<file path="src/afu_pkg.sv">
`default_nettype none

package afu_pkg;

  // Host job command codes, odd parity sent alongside
  typedef enum logic [7:0] {
    RESET = 8'h80,
    START = 8'h90
  } job_cmd_t;

  typedef logic [63:0] job_addr_t;   // Effective address with a job command
  typedef logic [63:0] err_vec_t;    // Error vector reported on job_done
  typedef logic [23:0] mmio_addr_t;  // MMIO word address
  typedef logic [63:0] mmio_data_t;

  // Error bit positions in err_vec_t
  localparam int ERR_CMD_PAR       = 0;
  localparam int ERR_ADDR_PAR      = 1;
  localparam int ERR_MMIO_ADDR_PAR = 2;
  localparam int ERR_MMIO_DATA_PAR = 3;

  // Bit order of the two-bit mmio_err report
  localparam int MMIO_ERR_ADDR = 1;
  localparam int MMIO_ERR_DATA = 0;

  // Job controller states
  typedef enum logic [1:0] {
    IDLE,
    RESETTING,
    REPORT,
    RUNNING
  } job_state_t;

endpackage

`default_nettype wire

</file>
<file path="src/parity_check.sv">
`timescale 1ns/10ps
`default_nettype none

module parity_check #(
  parameter int BITS = 8
) (
  input  logic            clock,
  input  logic            rstn,
  input  logic            in_valid,
  input  logic [BITS-1:0] data,
  input  logic            par,
  output logic            chk_valid,
  output logic            chk_err
);

  logic            s1_valid;
  logic [BITS-1:0] s1_data;
  logic            s1_par;

  // Stage one captures the word and its parity bit
  always_ff @(posedge clock) begin
    if (in_valid) begin
      s1_data <= data;
      s1_par  <= par;
    end
  end

  // Stage two, odd parity means the XOR over word and bit is one
  always_ff @(posedge clock or negedge rstn) begin
    if (!rstn) begin
      s1_valid  <= 1'b0;
      chk_valid <= 1'b0;
      chk_err   <= 1'b0;
    end else begin
      s1_valid  <= in_valid;
      chk_valid <= s1_valid;
      chk_err   <= s1_valid & (~^{s1_data, s1_par}); // Even count of ones
    end
  end

endmodule

`default_nettype wire

</file>
<file path="src/job_control.sv">
`timescale 1ns/10ps
`default_nettype none

module job_control import afu_pkg::*; #(
  parameter int RESET_CYCLES = 4
) (
  input  logic       clock,
  input  logic       rstn,
  input  logic       job_valid,
  input  job_cmd_t   job_cmd,
  input  logic       job_cmd_par,
  input  job_addr_t  job_addr,
  input  logic       job_addr_par,
  input  logic       cmd_chk_valid,
  input  logic       cmd_chk_err,
  input  logic       addr_chk_valid,
  input  logic       addr_chk_err,
  input  logic       mmio_err_valid,
  input  logic [1:0] mmio_err,
  output logic       job_running,
  output logic       job_done,
  output err_vec_t   job_error,
  output logic       afu_reset,
  output logic       cmd_chk_in_valid,
  output logic [7:0] cmd_chk_data,
  output logic       cmd_chk_par,
  output logic       addr_chk_in_valid,
  output job_addr_t  addr_chk_data,
  output logic       addr_chk_par
);

  localparam int CNT_W = (RESET_CYCLES > 1) ? $clog2(RESET_CYCLES) : 1;

  job_state_t       state;
  logic [CNT_W-1:0] hold_cnt;   // Remaining reset hold cycles
  err_vec_t         err_latch;
  err_vec_t         err_in;
  logic             is_reset;
  logic             is_start;

  // Command register, also the checker inputs
  always_ff @(posedge clock or negedge rstn) begin
    if (!rstn) begin
      cmd_chk_in_valid  <= 1'b0;
      addr_chk_in_valid <= 1'b0;
    end else begin
      cmd_chk_in_valid  <= job_valid;
      addr_chk_in_valid <= job_valid;
    end
  end

  always_ff @(posedge clock) begin
    if (job_valid) begin
      cmd_chk_data  <= job_cmd;
      cmd_chk_par   <= job_cmd_par;
      addr_chk_data <= job_addr;
      addr_chk_par  <= job_addr_par;
    end
  end

  // Decode from the registered command, parity result comes later
  assign is_reset = cmd_chk_in_valid && (cmd_chk_data == RESET);
  assign is_start = cmd_chk_in_valid && (cmd_chk_data == START);

  // Checker results at their error bit positions
  always_comb begin
    err_in                    = '0;
    err_in[ERR_CMD_PAR]       = cmd_chk_valid & cmd_chk_err;
    err_in[ERR_ADDR_PAR]      = addr_chk_valid & addr_chk_err;
    err_in[ERR_MMIO_ADDR_PAR] = mmio_err_valid & mmio_err[MMIO_ERR_ADDR];
    err_in[ERR_MMIO_DATA_PAR] = mmio_err_valid & mmio_err[MMIO_ERR_DATA];
  end

  always_ff @(posedge clock or negedge rstn) begin
    if (!rstn) begin
      state       <= IDLE;
      hold_cnt    <= '0;
      job_running <= 1'b0;
      afu_reset   <= 1'b0;
      job_done    <= 1'b0;
      job_error   <= '0;
      err_latch   <= '0;
    end else begin
      job_done  <= 1'b0;
      job_error <= '0;                 // Only carries data with job_done
      err_latch <= err_latch | err_in;
      if (is_reset) begin
        // RESET wins in every state and restarts the hold
        state       <= RESETTING;
        hold_cnt    <= CNT_W'(RESET_CYCLES - 1);
        afu_reset   <= 1'b1;
        job_running <= 1'b0;
      end else begin
        case (state)
          IDLE: begin
            if (is_start) begin
              state       <= RUNNING;
              job_running <= 1'b1;
            end
          end
          RUNNING: begin
            if (|err_in) begin
              state <= REPORT;  // Error completion
            end
          end
          REPORT: begin
            job_done    <= 1'b1;
            job_error   <= err_latch | err_in;
            err_latch   <= '0;
            job_running <= 1'b0;
            state       <= IDLE;
          end
          RESETTING: begin
            if (hold_cnt == '0) begin
              afu_reset <= 1'b0;
              job_done  <= 1'b1;
              job_error <= err_latch | err_in;
              err_latch <= '0;
              state     <= IDLE;
            end else begin
              hold_cnt <= hold_cnt - 1'b1;
            end
          end
          default: state <= IDLE;
        endcase
      end
    end
  end

endmodule

`default_nettype wire

</file>
<file path="src/mmio_regs.sv">
`timescale 1ns/10ps
`default_nettype none

module mmio_regs import afu_pkg::*; #(
  parameter int REG_COUNT = 4
) (
  input  logic       clock,
  input  logic       rstn,
  input  logic       mmio_valid,
  input  logic       mmio_read,
  input  mmio_addr_t mmio_addr,
  input  logic       mmio_addr_par,
  input  mmio_data_t mmio_wdata,
  input  logic       mmio_wdata_par,
  input  logic       job_running,
  input  logic       addr_chk_valid,
  input  logic       addr_chk_err,
  input  logic       data_chk_valid,
  input  logic       data_chk_err,
  output logic       mmio_ack,
  output mmio_data_t mmio_rdata,
  output logic       mmio_rdata_par,
  output logic       mmio_err_valid,
  output logic [1:0] mmio_err,
  output logic       addr_chk_in_valid,
  output mmio_addr_t addr_chk_data,
  output logic       addr_chk_par,
  output logic       data_chk_in_valid,
  output mmio_data_t data_chk_data,
  output logic       data_chk_par
);

  logic       in_read;
  logic       s1_read;
  logic       s2_read;
  mmio_addr_t s1_addr;
  mmio_addr_t s2_addr;
  mmio_data_t s1_wdata;
  mmio_data_t s2_wdata;
  mmio_data_t scratch [REG_COUNT];
  mmio_data_t rd_word;
  logic       addr_bad;
  logic       data_bad;
  logic       wr_ok;

  // Access register feeding both checkers
  always_ff @(posedge clock or negedge rstn) begin
    if (!rstn) begin
      addr_chk_in_valid <= 1'b0;
      data_chk_in_valid <= 1'b0;
    end else begin
      addr_chk_in_valid <= mmio_valid;
      data_chk_in_valid <= mmio_valid & ~mmio_read; // Write data only
    end
  end

  always_ff @(posedge clock) begin
    if (mmio_valid) begin
      in_read       <= mmio_read;
      addr_chk_data <= mmio_addr;
      addr_chk_par  <= mmio_addr_par;
      data_chk_data <= mmio_wdata;
      data_chk_par  <= mmio_wdata_par;
    end
  end

  // Shadow the access while the checkers run
  always_ff @(posedge clock) begin
    s1_read  <= in_read;
    s1_addr  <= addr_chk_data;
    s1_wdata <= data_chk_data;
    s2_read  <= s1_read;
    s2_addr  <= s1_addr;
    s2_wdata <= s1_wdata;
  end

  // addr_chk_valid marks the access slot at commit
  assign addr_bad = addr_chk_valid & addr_chk_err;
  assign data_bad = data_chk_valid & data_chk_err;
  assign wr_ok    = addr_chk_valid & ~s2_read & ~addr_bad & ~data_bad;

  assign mmio_err_valid                = addr_chk_valid;
  assign mmio_err[MMIO_ERR_ADDR]       = addr_bad;
  assign mmio_err[MMIO_ERR_DATA]       = data_bad;

  // Read select, zero for bad address or out of range
  always_comb begin
    rd_word = '0;
    if (!addr_bad) begin
      if (s2_addr == '0) begin
        rd_word = mmio_data_t'(job_running); // Status word
      end
      for (int i = 0; i < REG_COUNT; i++) begin
        if (s2_addr == mmio_addr_t'(i + 1)) begin
          rd_word = scratch[i];
        end
      end
    end
  end

  always_ff @(posedge clock or negedge rstn) begin
    if (!rstn) begin
      for (int i = 0; i < REG_COUNT; i++) begin
        scratch[i] <= '0;
      end
    end else if (wr_ok) begin
      for (int i = 0; i < REG_COUNT; i++) begin
        if (s2_addr == mmio_addr_t'(i + 1)) begin
          scratch[i] <= s2_wdata;
        end
      end
    end
  end

  always_ff @(posedge clock or negedge rstn) begin
    if (!rstn) begin
      mmio_ack <= 1'b0;
    end else begin
      mmio_ack <= addr_chk_valid;  // Bad accesses are acked too
    end
  end

  always_ff @(posedge clock) begin
    if (addr_chk_valid && s2_read) begin
      mmio_rdata     <= rd_word;
      mmio_rdata_par <= ~^rd_word; // Odd parity
    end
  end

endmodule

`default_nettype wire

</file>
<file path="src/afu_top.sv">
`timescale 1ns/10ps
`default_nettype none

module afu_top import afu_pkg::*; #(
  parameter int RESET_CYCLES = 4,
  parameter int REG_COUNT    = 4
) (
  input  logic       clock,
  input  logic       rstn,
  input  logic       job_valid,
  input  job_cmd_t   job_cmd,
  input  logic       job_cmd_par,
  input  job_addr_t  job_addr,
  input  logic       job_addr_par,
  output logic       job_running,
  output logic       job_done,
  output err_vec_t   job_error,
  output logic       afu_reset,
  input  logic       mmio_valid,
  input  logic       mmio_read,
  input  mmio_addr_t mmio_addr,
  input  logic       mmio_addr_par,
  input  mmio_data_t mmio_wdata,
  input  logic       mmio_wdata_par,
  output logic       mmio_ack,
  output mmio_data_t mmio_rdata,
  output logic       mmio_rdata_par
);

  // Job command and address checker links
  logic       cmd_in_valid, cmd_par, cmd_valid, cmd_err;
  logic [7:0] cmd_data;
  logic       jaddr_in_valid, jaddr_par, jaddr_valid, jaddr_err;
  job_addr_t  jaddr_data;

  // MMIO address and write data checker links
  logic       maddr_in_valid, maddr_par, maddr_valid, maddr_err;
  mmio_addr_t maddr_data;
  logic       mdata_in_valid, mdata_par, mdata_valid, mdata_err;
  mmio_data_t mdata_data;

  logic       mmio_err_valid;
  logic [1:0] mmio_err;

  job_control #(
    .RESET_CYCLES (RESET_CYCLES)
  ) job_control_i (
    .clock, .rstn, .job_valid, .job_cmd, .job_cmd_par, .job_addr, .job_addr_par,
    .cmd_chk_valid     (cmd_valid),
    .cmd_chk_err       (cmd_err),
    .addr_chk_valid    (jaddr_valid),
    .addr_chk_err      (jaddr_err),
    .mmio_err_valid, .mmio_err,
    .job_running, .job_done, .job_error, .afu_reset,
    .cmd_chk_in_valid  (cmd_in_valid),
    .cmd_chk_data      (cmd_data),
    .cmd_chk_par       (cmd_par),
    .addr_chk_in_valid (jaddr_in_valid),
    .addr_chk_data     (jaddr_data),
    .addr_chk_par      (jaddr_par)
  );

  mmio_regs #(
    .REG_COUNT (REG_COUNT)
  ) mmio_regs_i (
    .clock, .rstn, .mmio_valid, .mmio_read, .mmio_addr, .mmio_addr_par,
    .mmio_wdata, .mmio_wdata_par, .job_running,
    .addr_chk_valid    (maddr_valid),
    .addr_chk_err      (maddr_err),
    .data_chk_valid    (mdata_valid),
    .data_chk_err      (mdata_err),
    .mmio_ack, .mmio_rdata, .mmio_rdata_par, .mmio_err_valid, .mmio_err,
    .addr_chk_in_valid (maddr_in_valid),
    .addr_chk_data     (maddr_data),
    .addr_chk_par      (maddr_par),
    .data_chk_in_valid (mdata_in_valid),
    .data_chk_data     (mdata_data),
    .data_chk_par      (mdata_par)
  );

  parity_check #(.BITS(8)) cmd_par_chk (
    .clock, .rstn, .in_valid(cmd_in_valid), .data(cmd_data), .par(cmd_par),
    .chk_valid(cmd_valid), .chk_err(cmd_err)
  );

  parity_check #(.BITS($bits(job_addr_t))) addr_par_chk (
    .clock, .rstn, .in_valid(jaddr_in_valid), .data(jaddr_data), .par(jaddr_par),
    .chk_valid(jaddr_valid), .chk_err(jaddr_err)
  );

  parity_check #(.BITS($bits(mmio_addr_t))) mmio_addr_par_chk (
    .clock, .rstn, .in_valid(maddr_in_valid), .data(maddr_data), .par(maddr_par),
    .chk_valid(maddr_valid), .chk_err(maddr_err)
  );

  parity_check #(.BITS($bits(mmio_data_t))) mmio_data_par_chk (
    .clock, .rstn, .in_valid(mdata_in_valid), .data(mdata_data), .par(mdata_par),
    .chk_valid(mdata_valid), .chk_err(mdata_err)
  );

endmodule

`default_nettype wire

</file>
<file path="config.mk">
export PLATFORM = sky130hd
export DESIGN_NAME = afu_top
export DESIGN_NICKNAME = d
export VERILOG_FILES = /design/src/afu_pkg.sv /design/src/parity_check.sv /design/src/job_control.sv /design/src/mmio_regs.sv /design/src/afu_top.sv
export SDC_FILE = /design/constraint.sdc
export NUM_CORES = 1
export LEC_CHECK = 0
export BUFFER_PORTS_ARGS = -buffer_cell sky130_fd_sc_hd__buf_2
export CORE_UTILIZATION = 50
export CTS_BUF_LIST = sky130_fd_sc_hd__clkbuf_4 sky130_fd_sc_hd__clkbuf_8 sky130_fd_sc_hd__clkbuf_16
export DETAILED_ROUTE_END_ITERATION = 7
export GPL_TIMING_DRIVEN = 1
export PLACE_DENSITY = 0.71
export SLEW_MARGIN = 0
export SYNTH_ARGS = -nofsm -noshare
export SYNTH_HDL_FRONTEND = slang
export SYNTH_SLANG_ARGS = --single-unit
</file>
<file path="constraint.sdc">
create_clock -name clock -period 3.1 [get_ports clock]
set_input_delay 0.465 -clock clock [delete_from_list [all_inputs] [get_ports clock]]
set_output_delay 0.465 -clock clock [all_outputs]
set_load 0.03 [all_outputs]
</file>
==> results of run 1 <==
[metal layers]
layer / track usage / up-vias / wire length, um / part of all wire
li1: - / 7789 / - / -
met1: 0.270 / 8480 / 28000 / 0.43
met2: 0.359 / 365 / 33100 / 0.51
met3: 0.0413 / 101 / 2800 / 0.043
met4: 0.0610 / 2 / 1480 / 0.023
met5: 0 / - / 13 / 0.00020
[per-stage QoR]
step / power (mW) / util / setup slack [ns] / area (um^2)
global placement: 15.5 / 0.557 / -0.144 / 34300
global route: 26.8 / 0.635 / -0.239 / 39100
floorplan: 14.6 / - / 0.132 / 31100
detailed placement: 15.6 / 0.557 / -0.182 / 34300
finish: 25.9 / 0.635 / -0.0815 / 39100
CTS: 26.1 / 0.633 / -0.101 / 39000
[flip-flops by register name (all words and copies together) (netlist names), 64 cells and up]
register                     flops
mmio_regs_i.s1_wdata            64
addr_par_chk.s1_data            64
mmio_data_par_chk.s1_data       64
mmio_regs_i.data_chk_data       64
job_control_i.addr_chk_data     64
mmio_regs_i.s2_wdata            64
mmio_regs_i.mmio_rdata          64
mmio_regs_i.scratch            256
[cell usage after synthesis, types with 4 or more instances]
cell type	instances	area, um^2
buf_1	4	15.0
buf_2	30	150
o21ai_0	5	25.0
buf_4	60	450
clkbuf_1	37	139
mux2_2	316	3560
and2_1	7	43.8
ha_1	5	62.6
nor4bb_1	38	380
xnor2_1	192	1680
dfrtp_1	286	7160
dfxtp_1	178	3560
edfxtp_1	394	11800
nand4_1	4	25.0
a22oi_1	28	210
xor2_1	24	210
nor2_2	4	25.0
a221oi_1	29	254
a22o_1	19	166
buf_6	4	45.0
a21oi_1	6	30.0
nor2b_1	32	200
nand2_1	13	48.8
nand3_1	6	30.0
a211oi_1	4	30.0
a2bb2oi_1	7	61.3
inv_1	6	22.5
nor2_1	86	323
[cells by family after synthesis]
group / Yosys count
muxes: 320
DFF: 858
AOI/OAI and AO/OA: 105
and+or+nand+nor: 206
xor gates and xnor gates: 221
adders and majority gates: 5
buffers and inverters: 141
other: 1
[area by class of cell]
type                            count  area share
Clock buffer                      117      0.0632
Inverter                            6    0.000576
Clock inverter                     45      0.0106
Tap cell                          837      0.0268
Timing Repair Buffer              618       0.119
Sequential cell                   858       0.577
Antenna cell                        3    0.000192
Multi-Input combinational cell    858       0.202
[final timing paths]
check	endpoint	start	slack, ns
setup / recovery	mmio_regs_i.mmio_rdata_par$_DFFE_PP_	mmio_regs_i.s2_addr[21]$_DFF_P_	-0.08
hold / removal	mmio_regs_i.data_chk_data[45]$_DFFE_PP_	mmio_wdata[45]	0.05
setup reg to reg	mmio_regs_i.mmio_rdata_par$_DFFE_PP_	mmio_regs_i.s2_addr[21]$_DFF_P_	-0.08
hold reg to reg	mmio_regs_i.s2_wdata[39]$_DFF_P_	mmio_regs_i.s1_wdata[39]$_DFF_P_	0.32
max in group asynchronous	mmio_regs_i.scratch[205]$_DFFE_PN0P_	rstn	1.77
min in group asynchronous	mmio_regs_i.scratch[210]$_DFFE_PN0P_	rstn	0.46
[power groups by stage]
stage	sequential, mW	clock (mW)	combinational (mW)
after floorplan	13.2	0	1.43
final	13.0	10.4	2.52
after detailed placement	13.2	0	2.34
after CTS	13.0	10.6	2.55
after global routing	13.1	11.1	2.71
after global placement	13.2	0	2.31
[timing repair]
action | in CTS | in global routing
hold endpoints to repair | 254 | 1
setup endpoints to repair | 17 | 80
pin swaps | 5 | 11
gates resized for setup | 19 | 11
hold buffers | 164 | 1
buffers inserted | 7 | 2
==> run_summary.xml, run 1 <==
<?xml version="1.0" encoding="UTF-8"?>
<metrics>
  <group name="run_status">
    <metric name="outcome" unit="">finished with violations</metric>
    <metric name="failing_checks" unit="">setup timing</metric>
  </group>
  <group name="finish">
    <metric name="final_nets" unit="">2602</metric>
    <metric name="area_delta_synth_final" unit="%">25.7</metric>
    <metric name="ff_latch_area" unit="mm^2">0.0226</metric>
    <metric name="post_route_cells_drive_above_1_share" unit="">0.386</metric>
    <metric name="fin_cells" unit="">3342</metric>
    <metric name="multi_input_comb_area" unit="mm^2">0.00790</metric>
    <metric name="final_common_cell" unit="">edfxtp_1</metric>
    <metric name="layout.filler_cells" unit="">4425</metric>
    <metric name="most-common-layout-cells" unit="">394 x edfxtp_1, 316 x mux2_2, 299 x buf_2, 284 x dfrtp_1, 188 x xnor2_1</metric>
  </group>
  <group name="yosys">
    <metric name="synth.yosys.seq_area_share" unit="">0.725</metric>
    <metric name="async_reset_ff_frac" unit="">0.333</metric>
    <metric name="synthCells" unit="">1857</metric>
    <metric name="postSynthRegisterBits" unit="">858</metric>
    <metric name="synth-warning-count" unit="">0</metric>
    <metric name="compound_gate_portion_of_the_synthesized_area" unit="">0.0272</metric>
    <metric name="post_synth.cell_area_avg" unit="um^2">16.7</metric>
    <metric name="synth_xor_area_frac" unit="">0.0640</metric>
    <metric name="simple_gate_share_of_the_synthesized_area" unit="">0.0388</metric>
    <metric name="yosys-mux-area-fraction" unit="">0.116</metric>
    <metric name="ys_dominant_reg_cell" unit="">edfxtp_1</metric>
    <metric name="yosysUniqueCellTypes" unit="">50</metric>
    <metric name="dominant_combinational_cell_family_by_area_after_synthesis" unit="">multiplexers</metric>
    <metric name="synth_edf_count" unit="">394</metric>
    <metric name="syn-num-nets" unit="">2031</metric>
    <metric name="yosys.area_share.adder" unit="">0.00201</metric>
    <metric name="syn_area" unit="mm^2">0.0311</metric>
  </group>
  <group name="power">
    <metric name="net-switching-power" unit="mW">6.11</metric>
    <metric name="power_density" unit="mW/mm^2">663</metric>
    <metric name="netSwitchingFraction" unit="">0.236</metric>
    <metric name="power.clock.fraction" unit="">0.402</metric>
    <metric name="vdd_drop_max" unit="mV">0.622</metric>
    <metric name="power.share.sequential" unit="">0.501</metric>
    <metric name="internal_power" unit="mW">19.8</metric>
    <metric name="share_comb_of_total_power" unit="">0.097</metric>
    <metric name="power.leakage" unit="nW">16.4</metric>
  </group>
  <group name="critical_path">
    <metric name="timing.critical_path.to_type" unit="">register</metric>
    <metric name="timing.critical_path.max_delay_family" unit="">simple AND/OR/NAND/NOR gates</metric>
    <metric name="cp.buffers_inverters" unit="">2</metric>
    <metric name="crit_path_max_incr_delay" unit="ns">0.53</metric>
    <metric name="critPathSlowestCell" unit="">or4_4</metric>
    <metric name="path_common_cell" unit="">xnor3_1</metric>
    <metric name="r2r_cells" unit="">11</metric>
    <metric name="crit_fanout" unit="">6</metric>
    <metric name="crit_cells" unit="">11</metric>
    <metric name="required" unit="ns">3.47</metric>
    <metric name="path_cells" unit="">or4_4 -&gt; nor4_4 -&gt; buf_4 -&gt; nand4_1 -&gt; buf_6 -&gt; a2bb2oi_1 -&gt; nor2_1 -&gt; xnor2_1 -&gt; xnor2_2 -&gt; xnor3_1 -&gt; xnor3_1</metric>
    <metric name="start_kind" unit="">register</metric>
    <metric name="criticalPathCategory" unit="">reg -&gt; reg</metric>
    <metric name="critical_path_arrival" unit="ns">3.56</metric>
  </group>
  <group name="placed_design">
    <metric name="dp_hpwl" unit="um">41000</metric>
    <metric name="finalWeightedCongestion" unit="">0.798</metric>
    <metric name="placed_cells" unit="">3003</metric>
    <metric name="port-buffer-count" unit="">301</metric>
  </group>
  <group name="timing">
    <metric name="min_period_over_period" unit="">1.03</metric>
    <metric name="max-slew-margin-rel" unit="">0.278</metric>
    <metric name="final_hold_viol_count" unit="">0</metric>
    <metric name="timing_max_transition_violations_final" unit="">0</metric>
    <metric name="rsz0062_at_grt" unit="">yes</metric>
    <metric name="hold_ws" unit="ns">0.0509</metric>
    <metric name="clock_skew" unit="ns">0.0158</metric>
    <metric name="final.min_clock_period" unit="ns">3.18</metric>
    <metric name="final.setup.tns" unit="ns">-0.0815</metric>
    <metric name="layout_setup_ws" unit="ns">-0.0815</metric>
    <metric name="timing.fmax" unit="MHz">314</metric>
    <metric name="setup-violations-final" unit="">1</metric>
    <metric name="tightest_slew" unit="ns">1.08</metric>
  </group>
  <group name="drt">
    <metric name="detailedRoute.firstIterationViolations" unit="">923</metric>
    <metric name="remaining_drcs" unit="">0</metric>
    <metric name="final_routed_wirelength_across_all_metal_layers" unit="um">65400</metric>
    <metric name="detail_route.first_pass.iterations" unit="">5</metric>
    <metric name="ant_nets" unit="">0</metric>
    <metric name="post_drt_via_cell_ratio" unit="">5.01</metric>
    <metric name="wl_per_cell" unit="um">19.6</metric>
    <metric name="via_count" unit="">16700</metric>
  </group>
  <group name="global_routing">
    <metric name="first_global_vias" unit="">17800</metric>
    <metric name="globalRoute.totalOverflow" unit="">0</metric>
    <metric name="antenna_violations_before_repair" unit="">4</metric>
    <metric name="pin_count_of_the_biggest_net_entering_global_routing" unit="">101</metric>
    <metric name="grt_use_total" unit="">0.209</metric>
    <metric name="grt_pass1_wl" unit="um">101000</metric>
  </group>
  <group name="cts">
    <metric name="tritoncts.num_buffers" unit="">86</metric>
    <metric name="tritoncts" unit="">yes</metric>
    <metric name="clockRootBuffer" unit="">clkbuf_16</metric>
    <metric name="clock_sinks" unit="">858</metric>
    <metric name="cts.reportedPaths.clkPinSlew" unit="ns">0.06</metric>
    <metric name="clockBufferDepth" unit="">3</metric>
    <metric name="clock_latency" unit="ns">0.64</metric>
    <metric name="cts.htree.levels" unit="">3</metric>
  </group>
  <group name="floorplanning">
    <metric name="floorplan.die_area" unit="mm^2">0.0632</metric>
    <metric name="placementRows" unit="">91</metric>
    <metric name="pin_count" unit="">302</metric>
    <metric name="fp.dieW" unit="um">251</metric>
    <metric name="core_region_area" unit="mm^2">0.0616</metric>
    <metric name="initial_utilization" unit="">0.505</metric>
    <metric name="fp.dieH" unit="um">251</metric>
  </group>
  <group name="hold_path">
    <metric name="holdPathStages" unit="">1</metric>
    <metric name="hp-class" unit="">in -&gt; reg</metric>
  </group>
  <group name="run">
    <metric name="cap_violations" unit="">0</metric>
  </group>
</metrics>
(Power assumes the default switching activity.)
==> run 2, diff against run 1 <==
Settings changed: PLACE_DENSITY 0.71 to 0.72, SLEW_MARGIN 0 to 25.
==> run 2 against run 1 <==
Net effect:
- the run still ends with setup timing left
- critical endpoint unchanged
- worst hold slack got worse by 0.015 ns
- first-iteration DRC count rose by 8.6%
- combinational power barely moved
- clock-buffer cell count did not move
- sequential cell count did not move
- via count fell by 1.3%
- largest power group unchanged
==> run_summary.xml, run 2 (synthesis results as in run 1) <==
<?xml version="1.0" encoding="UTF-8"?>
<metrics>
  <group name="run_status">
    <metric name="outcome" unit="">finished with violations</metric>
    <metric name="failing_checks" unit="">setup timing</metric>
  </group>
  <group name="finish">
    <metric name="area_delta_synth_final" unit="%">24.2</metric>
    <metric name="final_nets" unit="">2568</metric>
    <metric name="final_common_cell" unit="">edfxtp_1</metric>
    <metric name="post_route_cells_drive_above_1_share" unit="">0.379</metric>
    <metric name="ff_latch_area" unit="mm^2">0.0226</metric>
    <metric name="final_design_area_no_fill" unit="mm^2">0.0386</metric>
    <metric name="fin_cells" unit="">3307</metric>
    <metric name="multi_input_comb_area" unit="mm^2">0.00781</metric>
    <metric name="largest_register_ffs" unit="">256</metric>
    <metric name="most-common-layout-cells" unit="">394 x edfxtp_1, 316 x mux2_2, 299 x buf_2, 283 x dfrtp_1, 191 x xnor2_1</metric>
    <metric name="layout.filler_cells" unit="">4459</metric>
    <metric name="regMostFlops" unit="">mmio_regs_i.scratch</metric>
  </group>
  <group name="cts">
    <metric name="clockRootBuffer" unit="">clkbuf_16</metric>
    <metric name="tritoncts" unit="">yes</metric>
    <metric name="clock_sinks" unit="">858</metric>
    <metric name="tritoncts.num_buffers" unit="">86</metric>
    <metric name="cts.htree.levels" unit="">3</metric>
    <metric name="cts.reportedPaths.clkPinSlew" unit="ns">0.06</metric>
    <metric name="clock_latency" unit="ns">0.63</metric>
    <metric name="clockBufferDepth" unit="">3</metric>
  </group>
  <group name="power">
    <metric name="netSwitchingFraction" unit="">0.234</metric>
    <metric name="power.share.sequential" unit="">0.504</metric>
    <metric name="power.leakage" unit="nW">16.2</metric>
    <metric name="power_density" unit="mW/mm^2">667</metric>
    <metric name="power.clock.fraction" unit="">0.399</metric>
    <metric name="vdd_drop_max" unit="mV">0.616</metric>
    <metric name="net-switching-power" unit="mW">6.02</metric>
    <metric name="internal_power" unit="mW">19.8</metric>
    <metric name="share_comb_of_total_power" unit="">0.097</metric>
  </group>
  <group name="critical_path">
    <metric name="start_kind" unit="">register</metric>
    <metric name="r2r_cells" unit="">13</metric>
    <metric name="critical_path_arrival" unit="ns">3.63</metric>
    <metric name="rr_endpoint" unit="">mmio_regs_i.mmio_rdata_par$_DFFE_PP_</metric>
    <metric name="required" unit="ns">3.47</metric>
    <metric name="crit_fanout" unit="">11</metric>
    <metric name="timing.critical_path.to_type" unit="">register</metric>
    <metric name="regToRegStartpoint" unit="">mmio_regs_i.s2_addr[16]$_DFF_P_</metric>
    <metric name="timing.reg2reg.setup_slack" unit="ns">-0.16</metric>
    <metric name="criticalPathCategory" unit="">reg -&gt; reg</metric>
  </group>
  <group name="global_routing">
    <metric name="pin_count_of_the_biggest_net_entering_global_routing" unit="">80</metric>
    <metric name="globalRoute.totalOverflow" unit="">0</metric>
    <metric name="grt_pass1_wl" unit="um">99300</metric>
    <metric name="first_global_vias" unit="">17700</metric>
    <metric name="antenna_violations_before_repair" unit="">3</metric>
    <metric name="grt_use_total" unit="">0.207</metric>
  </group>
  <group name="timing">
    <metric name="min_period_over_period" unit="">1.05</metric>
    <metric name="setup-violations-final" unit="">1</metric>
    <metric name="timing_max_transition_violations_final" unit="">0</metric>
    <metric name="clock_skew" unit="ns">0.0211</metric>
    <metric name="max-slew-margin-rel" unit="">0.309</metric>
    <metric name="final.min_clock_period" unit="ns">3.26</metric>
    <metric name="timing.fmax" unit="MHz">307</metric>
    <metric name="final.setup.tns" unit="ns">-0.160</metric>
    <metric name="layout_setup_ws" unit="ns">-0.160</metric>
    <metric name="rsz0062_at_grt" unit="">yes</metric>
    <metric name="tightest_slew" unit="ns">1.04</metric>
    <metric name="final_hold_viol_count" unit="">0</metric>
  </group>
  <group name="floorplanning">
    <metric name="pin_count" unit="">302</metric>
    <metric name="fp.dieH" unit="um">251</metric>
    <metric name="floorplan.die_area" unit="mm^2">0.0632</metric>
    <metric name="placementRows" unit="">91</metric>
    <metric name="core_region_area" unit="mm^2">0.0616</metric>
    <metric name="fp.dieW" unit="um">251</metric>
    <metric name="initial_utilization" unit="">0.505</metric>
  </group>
  <group name="drt">
    <metric name="remaining_drcs" unit="">0</metric>
    <metric name="final_routed_wirelength_across_all_metal_layers" unit="um">64500</metric>
    <metric name="ant_nets" unit="">0</metric>
    <metric name="detail_route.first_pass.iterations" unit="">5</metric>
    <metric name="post_drt_via_cell_ratio" unit="">4.99</metric>
    <metric name="via_count" unit="">16500</metric>
    <metric name="detailedRoute.firstIterationViolations" unit="">1002</metric>
    <metric name="wl_per_cell" unit="um">19.5</metric>
  </group>
  <group name="placed_design">
    <metric name="finalWeightedCongestion" unit="">0.795</metric>
    <metric name="dp_hpwl" unit="um">40200</metric>
    <metric name="preCtsSetupSlack" unit="ns">-0.275</metric>
    <metric name="port-buffer-count" unit="">301</metric>
    <metric name="postPlaceCellArea" unit="mm^2">0.0341</metric>
    <metric name="placed_cells" unit="">2986</metric>
  </group>
  <group name="hold_path">
    <metric name="holdPathStages" unit="">1</metric>
    <metric name="hold_start" unit="">mmio_addr[23]</metric>
    <metric name="hp-class" unit="">in -&gt; reg</metric>
    <metric name="min_delay_worst_endpoint" unit="">mmio_regs_i.addr_chk_data[23]$_DFFE_PP_</metric>
  </group>
  <group name="run">
    <metric name="cap_violations" unit="">0</metric>
  </group>
</metrics>
## run 2: cell count changes in the layout (fill, tap and decap cells not counted), moves of 4 or more
cell and delta:
a221oi_1 +11, buf_6 -5, clkinv_2 +5, dlygate4sd3_1 -10, buf_12 -5, clkbuf_4 -4
buf_4 -15, clkinv_1 -4, a221oi_2 -11
## run 2: repair_timing
| item | in CTS | in global routing |
|---|---|---|
| buffers inserted | 0 | 1 |
| hold endpoints to repair | 220 | 0 |
| gates resized for setup | 4 | 13 |
| pin swaps | 2 | 2 |
| endpoints found under the setup margin | 1 | 1 |
| cloned | 0 | 1 |
| hold buffers | 155 | 0 |
## run 2: how the worst max path moves through the flow
stage | startpoint | to | slack [ns]
2_1_floorplan | mmio_regs_i.s2_addr[1]$_DFF_P_ | mmio_regs_i.mmio_rdata_par$_DFFE_PP_ | 0.13
3_3_place_gp | mmio_regs_i.s2_addr[1]$_DFF_P_ | mmio_regs_i.mmio_rdata_par$_DFFE_PP_ | -0.23
3_5_place_dp | mmio_regs_i.s2_addr[1]$_DFF_P_ | mmio_regs_i.mmio_rdata_par$_DFFE_PP_ | -0.28
4_1_cts | mmio_regs_i.s2_addr[16]$_DFF_P_ | mmio_regs_i.mmio_rdata_par$_DFFE_PP_ | -0.17
5_1_grt | mmio_regs_i.s2_addr[16]$_DFF_P_ | mmio_regs_i.mmio_rdata_par$_DFFE_PP_ | -0.25
6_report | mmio_regs_i.s2_addr[16]$_DFF_P_ | mmio_regs_i.mmio_rdata_par$_DFFE_PP_ | -0.16
## run 2: layout make-up
cell class	count	share of cell area
timing repair buffer	584	0.112
multi-input combinational	858	0.202
inverter	6	0.000583
antenna	3	0.000194
sequential	858	0.584
clock inverter	44	0.00920
clock buffer	117	0.0649
tap	837	0.0271
## run 2: worst max-delay path: stages (launching register included)
cell,delay (ns)
dfxtp_1,0.29
or4_1,0.54
nor4_2,0.18
buf_4,0.17
nand4_1,0.11
buf_6,0.17
buf_12,0.15
nor2_1,0.17
xnor2_1,0.10
xnor2_1,0.25
xnor2_2,0.17
xnor2_1,0.16
buf_4,0.15
xnor3_1,0.37
## run 2: power groups by stage
stage / registers [mW] / logic (mW) / clock network, mW
floorplan: 13.2 / 1.43 / 0
global placement: 13.2 / 2.34 / 0
detailed placement: 13.2 / 2.36 / 0
CTS: 13.0 / 2.54 / 10.5
global route: 13.0 / 2.69 / 11.0
finish: 13.0 / 2.51 / 10.3
## run 2: metal layers
| metal | up-vias | part of all wire | track usage |
|---|---|---|---|
| met4 | 0 | 0.032 | 0.0848 |
| li1 | 7734 | - | - |
| met2 | 406 | 0.50 | 0.357 |
| met5 | - | 0 | 0 |
| met1 | 8249 | 0.42 | 0.256 |
| met3 | 123 | 0.046 | 0.0389 |
## run 2: metrics by stage
| step | utilization | hold WS [ns] | power [mW] |
|---|---|---|---|
| 6_report | 0.627 | 0.0362 | 25.8 |
| 5_1_grt | 0.627 | 0.00926 | 26.7 |
| 4_1_cts | 0.626 | 0.00142 | 26.0 |
| 3_5_place_dp | 0.554 | 0.312 | 15.6 |
| 3_3_place_gp | 0.554 | 0.312 | 15.5 |
| 2_1_floorplan | - | 0.169 | 14.6 |
==> run 3, diff against run 2 <==
Settings changed: CTS_BUF_LIST sky130_fd_sc_hd__clkbuf_4 sky130_fd_sc_hd__clkbuf_8 sky130_fd_sc_hd__clkbuf_16 to sky130_fd_sc_hd__clkbuf_4 sky130_fd_sc_hd__clkbuf_8, PLACE_DENSITY 0.72 to 0.7.
==> run 3 against run 2 <==
Net effect:
- largest cell class unchanged
- routed wire length rose by 2.0%
- utilization rose by 0.54 points
- clock-buffer cell count rose by 76
- power fell by 2.1%
- largest power group unchanged
- non-clock buffer count rose by 38
- sequential power barely moved
- the run still ends with setup timing left
==> run_summary.xml, run 3 (synthesis results as in run 1) <==
<?xml version="1.0" encoding="UTF-8"?>
<metrics>
  <group name="cts">
    <metric name="clock_sinks" unit="">858</metric>
    <metric name="tritoncts.num_buffers" unit="">137</metric>
    <metric name="clock_latency" unit="ns">0.78</metric>
    <metric name="clockRootBuffer" unit="">clkbuf_8</metric>
    <metric name="tritoncts" unit="">yes</metric>
    <metric name="cts.htree.levels" unit="">4</metric>
    <metric name="cts.reportedPaths.clkPinSlew" unit="ns">0.07</metric>
    <metric name="clockBufferDepth" unit="">3</metric>
  </group>
  <group name="drt">
    <metric name="wl_per_cell" unit="um">19.1</metric>
    <metric name="final_routed_wirelength_across_all_metal_layers" unit="um">65700</metric>
    <metric name="post_drt_via_cell_ratio" unit="">4.94</metric>
    <metric name="detailedRoute.firstIterationViolations" unit="">944</metric>
    <metric name="via_count" unit="">17000</metric>
    <metric name="remaining_drcs" unit="">0</metric>
    <metric name="ant_nets" unit="">0</metric>
    <metric name="detail_route.first_pass.iterations" unit="">4</metric>
  </group>
  <group name="global_routing">
    <metric name="pin_count_of_the_biggest_net_entering_global_routing" unit="">82</metric>
    <metric name="first_global_vias" unit="">18300</metric>
    <metric name="grt_pass1_wl" unit="um">101000</metric>
    <metric name="antenna_violations_before_repair" unit="">3</metric>
    <metric name="globalRoute.totalOverflow" unit="">0</metric>
    <metric name="grt_use_total" unit="">0.212</metric>
  </group>
  <group name="floorplanning">
    <metric name="core_region_area" unit="mm^2">0.0616</metric>
    <metric name="floorplan.die_area" unit="mm^2">0.0632</metric>
    <metric name="pin_count" unit="">302</metric>
    <metric name="placementRows" unit="">91</metric>
    <metric name="initial_utilization" unit="">0.505</metric>
    <metric name="fp.dieW" unit="um">251</metric>
    <metric name="fp.dieH" unit="um">251</metric>
  </group>
  <group name="placed_design">
    <metric name="placed_cells" unit="">3006</metric>
    <metric name="dp_hpwl" unit="um">40700</metric>
    <metric name="port-buffer-count" unit="">301</metric>
    <metric name="postPlaceCellArea" unit="mm^2">0.0342</metric>
    <metric name="finalWeightedCongestion" unit="">0.827</metric>
  </group>
  <group name="timing">
    <metric name="final.min_clock_period" unit="ns">3.23</metric>
    <metric name="final_hold_viol_count" unit="">0</metric>
    <metric name="min_period_over_period" unit="">1.04</metric>
    <metric name="setup-violations-final" unit="">1</metric>
    <metric name="hold_ws" unit="ns">0.152</metric>
    <metric name="tightest_slew" unit="ns">0.933</metric>
    <metric name="rsz0062_at_grt" unit="">yes</metric>
    <metric name="timing.fmax" unit="MHz">310</metric>
    <metric name="clock_skew" unit="ns">0.0342</metric>
    <metric name="max-slew-margin-rel" unit="">0.378</metric>
    <metric name="layout_setup_ws" unit="ns">-0.128</metric>
    <metric name="timing_max_transition_violations_final" unit="">0</metric>
  </group>
  <group name="power">
    <metric name="netSwitchingFraction" unit="">0.248</metric>
    <metric name="share_comb_of_total_power" unit="">0.099</metric>
    <metric name="power.leakage" unit="nW">16.5</metric>
    <metric name="power.clock.fraction" unit="">0.387</metric>
    <metric name="vdd_drop_max" unit="mV">0.500</metric>
    <metric name="net-switching-power" unit="mW">6.26</metric>
    <metric name="internal_power" unit="mW">19.0</metric>
    <metric name="power_density" unit="mW/mm^2">648</metric>
    <metric name="power.share.sequential" unit="">0.515</metric>
  </group>
  <group name="hold_path">
    <metric name="hp-class" unit="">in -&gt; reg</metric>
    <metric name="hold_start" unit="">mmio_valid</metric>
  </group>
  <group name="finish">
    <metric name="regMostFlops" unit="">mmio_regs_i.scratch</metric>
    <metric name="final_nets" unit="">2657</metric>
    <metric name="final_design_area_no_fill" unit="mm^2">0.0390</metric>
    <metric name="final_common_cell" unit="">edfxtp_1</metric>
    <metric name="post_route_cells_drive_above_1_share" unit="">0.410</metric>
    <metric name="most-common-layout-cells" unit="">394 x edfxtp_1, 316 x mux2_2, 299 x buf_2, 283 x dfrtp_1, 187 x xnor2_1</metric>
    <metric name="area_delta_synth_final" unit="%">25.3</metric>
    <metric name="largest_register_ffs" unit="">256</metric>
    <metric name="fin_cells" unit="">3438</metric>
    <metric name="final_util" unit="">0.633</metric>
  </group>
  <group name="critical_path">
    <metric name="critical_path_arrival" unit="ns">3.75</metric>
    <metric name="required" unit="ns">3.62</metric>
    <metric name="criticalPathCategory" unit="">reg -&gt; reg</metric>
    <metric name="start_kind" unit="">register</metric>
    <metric name="regToRegStartpoint" unit="">mmio_regs_i.s2_addr[23]$_DFF_P_</metric>
    <metric name="crit_fanout" unit="">10</metric>
    <metric name="worstSetupStartpoint" unit="">mmio_regs_i.s2_addr[23]$_DFF_P_</metric>
    <metric name="timing.critical_path.to_type" unit="">register</metric>
  </group>
  <group name="run">
    <metric name="cap_violations" unit="">0</metric>
  </group>
  <group name="run_status">
    <metric name="outcome" unit="">finished with violations</metric>
    <metric name="failing_checks" unit="">setup timing</metric>
  </group>
</metrics>
-- run 3: worst paths after layout --
path,to,slack [ns],depth (start not counted)
min in group asynchronous,mmio_regs_i.scratch[141]$_DFFE_PN0P_,0.27,2
max reg2reg,mmio_regs_i.mmio_rdata_par$_DFFE_PP_,-0.13,11
max in group asynchronous,mmio_regs_i.scratch[27]$_DFFE_PN0P_,1.92,3
min,mmio_regs_i.addr_chk_in_valid$_DFF_PN0_,0.15,1
min reg2reg,mmio_regs_i.s2_addr[10]$_DFF_P_,0.31,0
max,mmio_regs_i.mmio_rdata_par$_DFFE_PP_,-0.13,11
-- run 3: critical path, cell delays in order (launching register included) --
cell	delay [ns]
dfxtp_1	0.30
or4_4	0.54
nor4_4	0.26
nand4_1	0.14
buf_6	0.18
buf_12	0.16
buf_4	0.17
nor2_1	0.11
xnor3_1	0.40
xnor2_1	0.15
xnor2_1	0.21
xnor3_1	0.33
-- run 3: area by class of cell --
cell class | instances | area [um^2]
fill | 4441 | 22600
tap | 837 | 1050
multi-input combinational | 858 | 7920
timing repair buffer | 622 | 4600
antenna | 2 | 5.00
clock inverter | 62 | 437
clock buffer | 193 | 2380
inverter | 6 | 22.5
sequential | 858 | 22600
-- run 3: per-stage QoR --
stage          setup TNS (ns)  setup slack, ns  total power, mW
3_5_place_dp           -0.315           -0.315             15.5
5_1_grt                -0.237           -0.237             26.3
2_1_floorplan               0            0.132             14.6
6_report               -0.128           -0.128             25.2
4_1_cts                -0.124           -0.124             25.5
3_3_place_gp           -0.225           -0.225             15.5
-- run 3: power groups by stage --
stage          clock network, mW  registers [mW]  logic [mW]
4_1_cts                     9.97            13.0        2.53
5_1_grt                     10.5            13.1        2.70
3_5_place_dp                   0            13.2        2.32
6_report                    9.75            13.0        2.49
2_1_floorplan                  0            13.2        1.43
3_3_place_gp                   0            13.2        2.29
-- run 3: what timing repair did --
action,CTS,global route
endpoints found under the setup margin,1,1
pin swaps,11,2
gates resized for setup,35,11
buffers inserted,8,0
gates cloned,1,0
hold buffers,166,0
hold endpoints to repair,240,0
-- run 3: layer usage --
metal  up-vias  track usage  share of wire
met5         -            0        0.00020
met1      8496        0.269           0.43
li1       7934            -              -
met4         2       0.0789          0.024
met2       425        0.355           0.50
met3       125       0.0484          0.049
